===== config.mk =====
export PLATFORM = sky130hd
export DESIGN_NAME = fire_expand_top
export DESIGN_NICKNAME = d
export VERILOG_FILES = /design/src/source/fire_pkg.sv /design/src/source/expand_conv.sv /design/src/source/expand_rom.sv /design/src/source/fire_concat.sv /design/src/source/fire_expand_top.sv /design/src/source/mac.sv
export VERILOG_INCLUDE_DIRS = /design/src /design/src/source
export SDC_FILE = /design/constraint.sdc
export NUM_CORES = 2
export LEC_CHECK = 0
export BUFFER_PORTS_ARGS = -buffer_cell sky130_fd_sc_hd__buf_4
export CAP_MARGIN = 15
export CORE_AREA = 3 3 446 448
export DETAILED_ROUTE_END_ITERATION = 16
export DIE_AREA = 0 0 449 451
export PLACE_DENSITY = 0.49
export SLEW_MARGIN = 25
export SYNTH_ARGS = -nofsm -noshare
export SYNTH_HDL_FRONTEND = slang
export SYNTH_SLANG_ARGS = --single-unit
export TNS_END_PERCENT = 5

===== constraint.sdc =====
create_clock -name clk -period 10.1 [get_ports clk]
set_input_delay 1.01 -clock clk [delete_from_list [all_inputs] [get_ports clk]]
set_output_delay 1.01 -clock clk [all_outputs]
set_load 0.01 [all_outputs]

===== src/source/fire_config.svh =====
`ifndef FIRE_CONFIG_SVH
`define FIRE_CONFIG_SVH

// word width for pixels, weights and outputs
`define FIRE_WIDTH 16

// fraction bits of the fixed-point format
`define FIRE_FRAC 14

// output channels per expand engine
`define FIRE_NCH 4

// input channels from the squeeze layer
`define FIRE_CHIN 4

// output feature map is FIRE_WOUT x FIRE_WOUT
`define FIRE_WOUT 2

// full product plus one guard bit
`define FIRE_ACC_W (2 * `FIRE_WIDTH + 1)

// tap address wide enough for the 3x3 window
`define FIRE_TAP_W $clog2(9 * `FIRE_CHIN)

`endif


===== src/source/fire_pkg.sv =====
package fire_pkg;

	// which constant table an expand engine reads
	typedef enum logic {
		KSEL_1X1,
		KSEL_3X3
	} kernel_sel_t;

	// combiner serialiser state
	typedef enum logic {
		EMIT_IDLE,
		EMIT_BUSY
	} emit_state_t;

endpackage


===== src/source/expand_conv.sv =====
`include "fire_config.svh"

module expand_conv #(
	parameter fire_pkg::kernel_sel_t SEL = fire_pkg::KSEL_1X1
) (
	input  logic                   clk,
	input  logic                   rst,
	input  logic                   en,
	input  logic [`FIRE_WIDTH-1:0] ifm,
	output logic                   sample,
	output logic                   done,
	output logic [`FIRE_WIDTH-1:0] ofm [`FIRE_NCH]
);

	localparam int TAPS = (SEL == fire_pkg::KSEL_1X1) ? `FIRE_CHIN : 9 * `FIRE_CHIN;
	localparam int NWIN = `FIRE_WOUT * `FIRE_WOUT;

	logic [`FIRE_TAP_W-1:0]         tap;
	logic [$clog2(NWIN):0]          win_cnt;
	logic                           accept;
	logic                           last_tap;
	logic                           en_r;
	logic                           win_end;
	logic                           clr;
	logic signed [`FIRE_WIDTH-1:0]  pix_r;
	logic signed [`FIRE_WIDTH-1:0]  ker_w  [`FIRE_NCH];
	logic signed [`FIRE_WIDTH-1:0]  ker_r  [`FIRE_NCH];
	logic signed [`FIRE_ACC_W-1:0]  bias   [`FIRE_NCH];
	logic signed [`FIRE_ACC_W-1:0]  acc    [`FIRE_NCH];
	logic signed [`FIRE_ACC_W-1:0]  biased [`FIRE_NCH];

	// input is ignored once every window has been taken
	assign accept   = en && (win_cnt != NWIN);
	assign last_tap = accept && (tap == TAPS - 1);

	always_ff @(posedge clk or negedge rst) begin
		if (!rst) begin
			tap     <= '0;
			win_cnt <= '0;
		end else if (accept) begin
			if (last_tap) begin
				tap     <= '0;
				win_cnt <= win_cnt + 1'b1;
			end else begin
				tap <= tap + 1'b1;
			end
		end
	end

	expand_rom #(
		.SEL(SEL)
	) i_rom (
		.addr(tap),
		.ker (ker_w),
		.bias(bias)
	);

	// pixel and its weights enter the MACs together
	always_ff @(posedge clk) begin
		if (accept) begin
			pix_r <= ifm;
			ker_r <= ker_w;
		end
	end

	// win_end lines up with the last product, clr with the full sum
	always_ff @(posedge clk or negedge rst) begin
		if (!rst) begin
			en_r    <= 1'b0;
			win_end <= 1'b0;
			clr     <= 1'b0;
			sample  <= 1'b0;
			done    <= 1'b0;
		end else begin
			en_r    <= accept;
			win_end <= last_tap;
			clr     <= win_end;
			sample  <= clr;
			if (clr && (win_cnt == NWIN)) begin
				done <= 1'b1;
			end
		end
	end

	for (genvar i = 0; i < `FIRE_NCH; i++) begin : g_lane
		mac i_mac (
			.clk(clk),
			.rst(rst),
			.clr(clr),
			.en (en_r),
			.pix(pix_r),
			.ker(ker_r[i]),
			.acc(acc[i])
		);
	end

	always_comb begin
		for (int i = 0; i < `FIRE_NCH; i++) begin
			biased[i] = acc[i] + bias[i];
		end
	end

	// relu, then drop the fraction and keep a clear sign bit
	always_ff @(posedge clk) begin
		if (clr) begin
			for (int i = 0; i < `FIRE_NCH; i++) begin
				if (biased[i][`FIRE_ACC_W-1]) begin
					ofm[i] <= '0;
				end else begin
					ofm[i] <= {1'b0, biased[i][`FIRE_FRAC +: `FIRE_WIDTH-1]};
				end
			end
		end
	end

endmodule


===== src/source/expand_rom.sv =====
`include "fire_config.svh"

module expand_rom #(
	parameter fire_pkg::kernel_sel_t SEL = fire_pkg::KSEL_1X1
) (
	input  logic        [`FIRE_TAP_W-1:0] addr,
	output logic signed [`FIRE_WIDTH-1:0] ker  [`FIRE_NCH],
	output logic signed [`FIRE_ACC_W-1:0] bias [`FIRE_NCH]
);

	logic [`FIRE_NCH-1:0][`FIRE_WIDTH-1:0] row;
	logic [`FIRE_NCH-1:0][`FIRE_ACC_W-1:0] brow;
	logic [`FIRE_TAP_W-1:0]                pos;
	logic [`FIRE_TAP_W-1:0]                cin;

	// 3x3 taps run input channel fastest
	assign pos = addr / `FIRE_CHIN;
	assign cin = addr % `FIRE_CHIN;

	// rows list channel 3 first
	always_comb begin
		row = '0;
		if (SEL == fire_pkg::KSEL_1X1) begin
			case (addr)
				6'd0: row = {16'sd4096, -16'sd2048, 16'sd8192, 16'sd1024};
				6'd1: row = {-16'sd1024, 16'sd3072, 16'sd2048, -16'sd512};
				6'd2: row = {16'sd2048, 16'sd1024, -16'sd4096, 16'sd6144};
				6'd3: row = {16'sd512, -16'sd3072, 16'sd1024, 16'sd2048};
				default: row = '0;
			endcase
			brow = {`FIRE_ACC_W'(65536), `FIRE_ACC_W'(-2000000),
				`FIRE_ACC_W'(16384), `FIRE_ACC_W'(0)};
		end else begin
			case (pos)
				6'd0: row = {16'sd2048, 16'sd1024, -16'sd1024, 16'sd512};
				6'd1: row = {16'sd1024, -16'sd2048, 16'sd2048, 16'sd1024};
				6'd2: row = {-16'sd512, 16'sd1024, 16'sd1024, 16'sd2048};
				6'd3: row = {16'sd1024, 16'sd512, -16'sd2048, 16'sd1024};
				6'd4: row = {16'sd4096, 16'sd2048, 16'sd4096, -16'sd1024};
				6'd5: row = {16'sd1024, -16'sd512, 16'sd1024, 16'sd1024};
				6'd6: row = {-16'sd1024, 16'sd1024, 16'sd512, 16'sd2048};
				6'd7: row = {16'sd1024, 16'sd2048, -16'sd1024, 16'sd512};
				6'd8: row = {16'sd2048, -16'sd1024, 16'sd1024, 16'sd1024};
				default: row = '0;
			endcase
			brow = {`FIRE_ACC_W'(32768), `FIRE_ACC_W'(0),
				`FIRE_ACC_W'(-1500000), `FIRE_ACC_W'(8192)};
		end
		for (int i = 0; i < `FIRE_NCH; i++) begin
			// each deeper input channel halves the spatial weight
			if (SEL == fire_pkg::KSEL_3X3) begin
				ker[i] = $signed(row[i]) >>> cin;
			end else begin
				ker[i] = row[i];
			end
			bias[i] = brow[i];
		end
	end

endmodule


===== src/source/fire_concat.sv =====
`include "fire_config.svh"

module fire_concat (
	input  logic                   clk,
	input  logic                   rst,
	input  logic                   s1,
	input  logic [`FIRE_WIDTH-1:0] ofm1 [`FIRE_NCH],
	input  logic                   s3,
	input  logic [`FIRE_WIDTH-1:0] ofm3 [`FIRE_NCH],
	input  logic                   done1,
	input  logic                   done3,
	input  logic                   ack,
	output logic                   out_valid,
	output logic [2:0]             out_ch,
	output logic [`FIRE_WIDTH-1:0] out_data,
	output logic                   finish
);

	localparam int NOUT   = 2 * `FIRE_NCH;
	localparam int LANE_W = $clog2(`FIRE_NCH);

	fire_pkg::emit_state_t  state;
	logic [`FIRE_WIDTH-1:0] bank1 [`FIRE_NCH];
	logic [`FIRE_WIDTH-1:0] bank3 [`FIRE_NCH];
	logic                   pend1;
	logic                   pend3;
	logic                   ack_seen;
	logic [2:0]             cnt;

	always_ff @(posedge clk) begin
		if (s1) begin
			bank1 <= ofm1;
		end
		if (s3) begin
			bank3 <= ofm3;
		end
	end

	always_ff @(posedge clk or negedge rst) begin
		if (!rst) begin
			state <= fire_pkg::EMIT_IDLE;
			cnt   <= '0;
			pend1 <= 1'b0;
			pend3 <= 1'b0;
		end else begin
			case (state)
				fire_pkg::EMIT_IDLE: begin
					if (pend1 && pend3) begin
						state <= fire_pkg::EMIT_BUSY;
						cnt   <= '0;
					end
				end
				fire_pkg::EMIT_BUSY: begin
					if (cnt == NOUT - 1) begin
						state <= fire_pkg::EMIT_IDLE;
						pend1 <= 1'b0;
						pend3 <= 1'b0;
					end else begin
						cnt <= cnt + 1'b1;
					end
				end
				default: state <= fire_pkg::EMIT_IDLE;
			endcase
			// new results mark their engine pending
			if (s1) begin
				pend1 <= 1'b1;
			end
			if (s3) begin
				pend3 <= 1'b1;
			end
		end
	end

	always_ff @(posedge clk or negedge rst) begin
		if (!rst) begin
			ack_seen <= 1'b0;
		end else if (ack) begin
			ack_seen <= 1'b1;
		end
	end

	// 1x1 lanes first, then 3x3
	assign out_valid = (state == fire_pkg::EMIT_BUSY);
	assign out_ch    = cnt;
	assign out_data  = cnt[LANE_W] ? bank3[cnt[LANE_W-1:0]] : bank1[cnt[LANE_W-1:0]];

	// nothing latched, pending or arriving
	assign finish = done1 && done3 && !ack_seen && (state == fire_pkg::EMIT_IDLE)
		&& !pend1 && !pend3 && !s1 && !s3;

endmodule


===== src/source/fire_expand_top.sv =====
`include "fire_config.svh"

module fire_expand_top (
	input  logic                   clk,
	input  logic                   rst,
	input  logic                   en1,
	input  logic [`FIRE_WIDTH-1:0] ifm1,
	input  logic                   en3,
	input  logic [`FIRE_WIDTH-1:0] ifm3,
	input  logic                   ack,
	output logic                   out_valid,
	output logic [2:0]             out_ch,
	output logic [`FIRE_WIDTH-1:0] out_data,
	output logic                   finish
);

	logic                   s1;
	logic                   s3;
	logic                   done1;
	logic                   done3;
	logic [`FIRE_WIDTH-1:0] ofm1 [`FIRE_NCH];
	logic [`FIRE_WIDTH-1:0] ofm3 [`FIRE_NCH];

	expand_conv #(
		.SEL(fire_pkg::KSEL_1X1)
	) i_exp1 (
		.clk   (clk),
		.rst   (rst),
		.en    (en1),
		.ifm   (ifm1),
		.sample(s1),
		.done  (done1),
		.ofm   (ofm1)
	);

	expand_conv #(
		.SEL(fire_pkg::KSEL_3X3)
	) i_exp3 (
		.clk   (clk),
		.rst   (rst),
		.en    (en3),
		.ifm   (ifm3),
		.sample(s3),
		.done  (done3),
		.ofm   (ofm3)
	);

	fire_concat i_concat (
		.clk      (clk),
		.rst      (rst),
		.s1       (s1),
		.ofm1     (ofm1),
		.s3       (s3),
		.ofm3     (ofm3),
		.done1    (done1),
		.done3    (done3),
		.ack      (ack),
		.out_valid(out_valid),
		.out_ch   (out_ch),
		.out_data (out_data),
		.finish   (finish)
	);

endmodule


===== src/source/mac.sv =====
`include "fire_config.svh"

module mac (
	input  logic                          clk,
	input  logic                          rst,
	input  logic                          clr,
	input  logic                          en,
	input  logic signed [`FIRE_WIDTH-1:0] pix,
	input  logic signed [`FIRE_WIDTH-1:0] ker,
	output logic signed [`FIRE_ACC_W-1:0] acc
);

	logic signed [2*`FIRE_WIDTH-1:0] prod;

	assign prod = pix * ker;

	// clr starts the next window from the current product
	always_ff @(posedge clk or negedge rst) begin
		if (!rst) begin
			acc <= '0;
		end else if (clr) begin
			if (en) begin
				acc <= `FIRE_ACC_W'(prod);
			end else begin
				acc <= '0;
			end
		end else if (en) begin
			acc <= acc + prod;
		end
	end

endmodule


# Word level (Yosys, flattened, before mapping)

Memory sizes are Yosys's and may differ from the RTL's.
Index checks and enable logic that the tools add are counted.

Bits in latches: 0
Logic and storage cells: 182
Memories: 1
Bits in writable memories: 0
Bits in read-only memories: 448
Register bits after elaboration: 715

Memories:

| name             | depth | bits a word | read ports | clocked after Yosys merged registers in | write ports | line             | RTL |
|---|---|---|---|---|---|---|---|
| (name not given) | 16    | 28          | 1          | 0                                       | 0           | expand_rom.sv:34 | `case (pos)` |

$lt $le $gt $ge: 1
Multiply operators: 8
Divide/modulo/power cells: 0
$add $sub $neg: 19
Eq/ne operators: 11
Reductions and logical operators: 31
Shifts and indexed selects: 4
Bitwise logic cells: 2
Multiplexer cells: 44

Operators with widths:

| operator                 | count |
|---|---|
| $mux W33                 | 24 |
| $add A33 B32 Y33         | 8 |
| $mul A16 B16 Y32         | 8 |
| $pmux W64 S4             | 1 |
| $mux W16                 | 5 |
| $add A33 B22 Y33 const B | 2 |
| $bmux W16 S2             | 2 |
| $sshr A16 B2 Y16         | 4 |
| $add A33 B15 Y33 const B | 1 |
| $add A33 B16 Y33 const B | 1 |
| $add A33 B17 Y33 const B | 1 |
| $add A33 B18 Y33 const B | 1 |
| $logic_and A1 B1 Y1      | 14 |
| $add A6 B1 Y6 const B    | 2 |
| $eq A6 B2 Y1 const B     | 2 |
| $mux W6                  | 2 |
| $reduce_bool A2 Y1       | 6 |
| $reduce_and A2 Y1        | 5 |
| $add A3 B1 Y3 const B    | 3 |
| $eq A3 B3 Y1 const B     | 3 |
| $eq A6 B1 Y1 const B     | 1 |
| $eq A6 B6 Y1 const B     | 1 |
| $logic_not A6 Y1         | 1 |
| $mux W1                  | 6 |
| 10 further kinds         | 16 |

# Logic depth before layout (Yosys ltp)

Word-level depth: 7
Depth in mapped cells: 36
Mapped depth without buffers: 35

# Hierarchy

From an unflattened synthesis, not the netlist that was laid out.

Cells, all modules: 13,859
Area, all modules: 130,293.7 sq um

By module, submodules not included:

| module                            | instances | area each (sq um) | cells each |
|---|---|---|---|
| mac at i_exp1.g_lane[1].i_mac ... | 4         | 12,709.7          | 1,421 |
| mac at i_exp1.g_lane[0].i_mac     | 1         | 13,140.1          | 1,501 |
| mac at i_exp3.g_lane[2].i_mac     | 1         | 12,998.7          | 1,464 |
| mac at i_exp3.g_lane[3].i_mac     | 1         | 12,959.9          | 1,454 |
| mac at i_exp3.g_lane[1].i_mac     | 1         | 12,923.6          | 1,456 |
| expand_conv at i_exp3             | 1         | 9,292.7           | 791 |
| expand_conv at i_exp1             | 1         | 9,287.7           | 790 |
| fire_concat                       | 1         | 5,215.0           | 210 |
| expand_rom at i_exp3.i_rom        | 1         | 2,129.5           | 306 |
| expand_rom at i_exp1.i_rom        | 1         | 1,507.7           | 203 |

# Least setup slack after synthesis

Ideal clock, no wire load.

Path kind: register to register
Start: register i_exp1.ker_r[14] (netlist bit)
End: register i_exp1.g_lane[3].i_mac.acc[31]
Required time: 9.971 ns
Arrival time: 7.675 ns
Path buffers: 2
Clock period less this slack: 7.804 ns
Cell stages (with the launch flop): 35
Setup slack: 2.296 ns
Cells stage by stage: edfxtp_1 clkbuf_1 nand2_1 inv_1 fa_1 inv_1 fa_1 fa_1 inv_1 fa_1 inv_1 fa_1 inv_1 ha_1 ha_1 a21o_1 a21oi_1 nand2b_1 a21oi_1 a21o_1 a21o_1 a21o_1 a21oi_1 xnor2_1 ha_1 clkbuf_1 a21o_1 a21oi_1 nor2b_1 a311oi_1 o21ai_0 and4_1 a2111oi_0 xor2_1 o21ai_0

Word-level cells in the longest chain between the ends: 4
Elaborated cells between the ends (all ways): 5
Classes of those cells: add/sub (1); mul (1); mux (3)

RTL lines:

| what                   | line              | RTL |
|---|---|---|
| from (decl)            | expand_conv.sv:27 | `` logic signed [`FIRE_WIDTH-1:0] ker_r [`FIRE_NCH]; `` |
| from (signal assigned) | expand_conv.sv:62 | `ker_r <= ker_w;` |
| $mul A16 B16 Y32 (*)   | mac.sv:15         | `assign prod = pix * ker;` |
| $add A33 B32 Y33       | mac.sv:28         | `acc <= acc + prod;` |
| $mux W33               | mac.sv:27         | `end else if (en) begin` |
| $mux W33 (*)           | mac.sv:21         | `end else if (clr) begin` |
| to (signal assigned)   | mac.sv:23         | `` acc <= `FIRE_ACC_W'(prod); `` |
| to (signal assigned)   | mac.sv:28         |  |
| to (decl)              | mac.sv:10         | `` output logic signed [`FIRE_ACC_W-1:0] acc `` |

Mark *: on every way between the ends. The rest lies on a longest branch, timed or not. The select of a mux whose other input is x is not followed.
A chain may end at the register's enable or synchronous reset.

# Final worst setup path

Start: register i_exp3.pix_r[5]
End: register i_exp3.g_lane[1].i_mac.acc[32]

Word-level cells in the longest chain between the ends: 4
Elaborated cells between the ends (all ways): 5
Classes of those cells: add/sub (1); mul (1); mux (3)

RTL lines:

| what                   | line              | RTL |
|---|---|---|
| from (decl)            | expand_conv.sv:25 | `` logic signed [`FIRE_WIDTH-1:0] pix_r; `` |
| from (signal assigned) | expand_conv.sv:61 | `pix_r <= ifm;` |
| $mul A16 B16 Y32 (*)   | mac.sv:15         |  |
| $add A33 B32 Y33       | mac.sv:28         |  |
| $mux W33               | mac.sv:27         |  |
| $mux W33 (*)           | mac.sv:21         |  |
| to (signal assigned)   | mac.sv:23         |  |
| to (signal assigned)   | mac.sv:28         |  |
| to (decl)              | mac.sv:10         |  |

Marks and branches as above.

==> reports/qor.yml <==
outcome: "finished clean"
path_max_fanout: 16
drt_first_iter_violations: 3244
ys_async_sr_fraction_pct: 43.3
start_util_pct: 35.1
synth_compound_area_share_pct: 10.4
synth_top_family_by_area: "adder cells"
mostFrequentLayoutCells: "inv_1 (940), ha_1 (856), fa_1 (827)"
ff_latch_area_mm2: 0.0153
arrival_ns: 9.27
dr.pass1.iters: 8
htree_num_levels: 3
die_area_mm2: 0.202
synthTopCellsByArea: "fa_1 (24%), ha_1 (16%), edfxtp_1 (14%)"
dieWidth_um: 449
grt_max_degree: 77
cts-root-buf: "clkbuf_16"
ctsResizeCount: 0
synth_area_mm2: 0.0684
synthesis.nets: 8703
drive_gt1_share_pct: 4.96
dp_hpwl_mm: 150
synth-edff-count: 310
finalNetCount: 8654
ys_warn_count: 0
slew_headroom_pct: 31.8
netlist.area_leader.share_pct: 24.2
timing.fmax_mhz: 116
cts_buffer_depth: 3
post-route-min-period_ns: 8.64
portBuffers: 56
cts_tree: "built"
cp-start-kind: "flip-flop"
wl_per_cell_um: 19.6
rsz0062_at_grt: "false"
grt_overflow: 0
maxSlewViolCount: 0
postCtsSetupBuffers: 0
crit_type: "reg -> reg"
fin_worst_skew_ns: 0.0439
cts_made_buffers: 75
remaining_drc_errors: 0
synthSimpleGateAreaFrac_pct: 12.9
gp_routability_congestion: 0.882
yosys_register_bits: 547
grt_pass1_vias: 50100
core_area_mm2: 0.195
finalSetupViolCount: 0
hold_viol: 0
worst_path_largest_cell_delay_ns: 0.85
slowest_stage: "edfxtp_1"
dieHeight_um: 451
antenna_found_initial: 13
final_common_cell: "inv_1"
worst_pin_slew_ns: 0.998
muxShareOfSynthArea_pct: 2.65
grt.total_usage_pct: 18.7
via_per_inst: 5.05
ioPinCount: 58
holdBufCountCts: 0
synthFlopType: "edfxtp_1"
critPathRequiredTime_ns: 10.73
synth_cell_types: 90
synthAdderAreaFrac_pct: 39.9
grt_pass1_wl_mm: 296
drv_cap: 0
multiInputGateArea_mm2: 0.0487
clk_latency_ns: 0.71
post-route-period-util_pct: 85.6
endpoint_kind: "flip-flop"
synth_xor_area_share_pct: 5.35
rr_worst_depth: 25
wirelength_mm: 189
synth_top_cell_by_area: "fa_1"
synthCells: 6983
path_clk_slew_ns: 0.06
cts.sinks: 547
route.vias.total: 48600
hold_path_class: "in -> async"
fillCellCount: 19600
ant_nets: 0
fp-row-count: 162
crit_top_cell: "fa_1"
synth_seq_area_share_pct: 22.3
avgSynthCellArea_um2: 9.79
tns_ns: 0
syn_to_final_growth_pct: 8.67
==> cell type report <==
type / instances / share of cell area, %
Timing Repair Buffer: 120 / 1.25
Clock inverter: 37 / 0.657
Clock buffer: 102 / 2.84
Sequential cell: 547 / 20.5
Inverter: 945 / 4.78
Multi-Input combinational cell: 5245 / 65.5
Antenna cell: 4 / 0.0135
Tap cell: 2624 / 4.42
==> layer usage <==
metal	share of wire, %	global-route usage, %	up-vias
met5	0.011	0	-
met4	2.1	4.40	2
met3	4.4	2.29	183
met2	45	29.5	942
met1	49	27.4	24300
li1	-	-	23200
==> cell families after synthesis <==
group           Yosys count
simple gates           1865
fa+ha+maj              1684
buf+inv                1191
compound gates         1140
flops                   547
xor+xnor                415
mux                     140
other cells               1
==> through the flow <==
step / hold WS [ns] / instances / setup slack [ns] / cell area (um2) / util, %
2_1_floorplan: 0.331 / 6983 / 2.30 / 68400 / -
3_3_place_gp: 0.332 / 9480 / 1.56 / 71600 / 36.7
3_5_place_dp: 0.335 / 9480 / 1.51 / 71600 / 36.7
4_1_cts: 0.326 / 9619 / 1.46 / 74200 / 38.1
5_1_grt: 0.358 / 9621 / 0.894 / 74300 / 38.1
6_report: 0.337 / 9624 / 1.46 / 74300 / 38.1
==> cell usage after synthesis (49+ instances only) <==
| master | number |
|---|---|
| o21ai_0 | 323 |
| nor2b_1 | 109 |
| xnor2_1 | 278 |
| nand3_1 | 98 |
| ha_1 | 856 |
| dfrtp_1 | 237 |
| nor2_1 | 342 |
| nand2_1 | 764 |
| a21o_1 | 123 |
| inv_1 | 941 |
| edfxtp_1 | 310 |
| clkbuf_1 | 210 |
| and3_1 | 49 |
| fa_1 | 827 |
| nand2b_1 | 96 |
| xor2_1 | 136 |
| and2_1 | 208 |
| a21oi_1 | 323 |
| nor3_1 | 75 |
| o21a_1 | 49 |
| mux2i_1 | 84 |
==> worst paths after layout <==
kind | slack, ns | startpoint | endpoint
max | 1.46 | i_exp3.pix_r[5] | i_exp3.g_lane[1].i_mac.acc[32]
min | 0.34 | rst | i_exp3.tap[2]
max reg2reg | 1.46 | i_exp3.pix_r[5] | i_exp3.g_lane[1].i_mac.acc[32]
min reg2reg | 0.35 | i_exp3.win_end | i_exp3.clr
max in group asynchronous | 7.68 | rst | i_exp3.clr
min in group clk | 0.35 | i_exp3.win_end | i_exp3.clr
==> worst max-delay path, delay by kind of cell (launching register included) <==
kind,cells,cell delay (ns)
fa+ha+maj,8,3.71
compound gates,8,2.18
flops,1,0.85
xor+xnor,1,0.63
simple gates,4,0.50
buf+inv,3,0.42
mux,1,0.29
==> registers in the layout, summed over array words and instances (netlist names), 16 cells and up <==
name / count
i_concat.bank1: 60
i_exp3.g_lane.i_mac.acc: 108
i_exp1.pix_r: 16
i_exp1.g_lane.i_mac.acc: 94
i_exp3.pix_r: 16
i_exp1.ofm: 60
i_exp3.ker_r: 30
i_concat.bank3: 60
i_exp3.ofm: 60
Power is left out: the tool's default activity adds up to more than one toggle a clock period on the data nets, which glitch-free logic cannot reach.
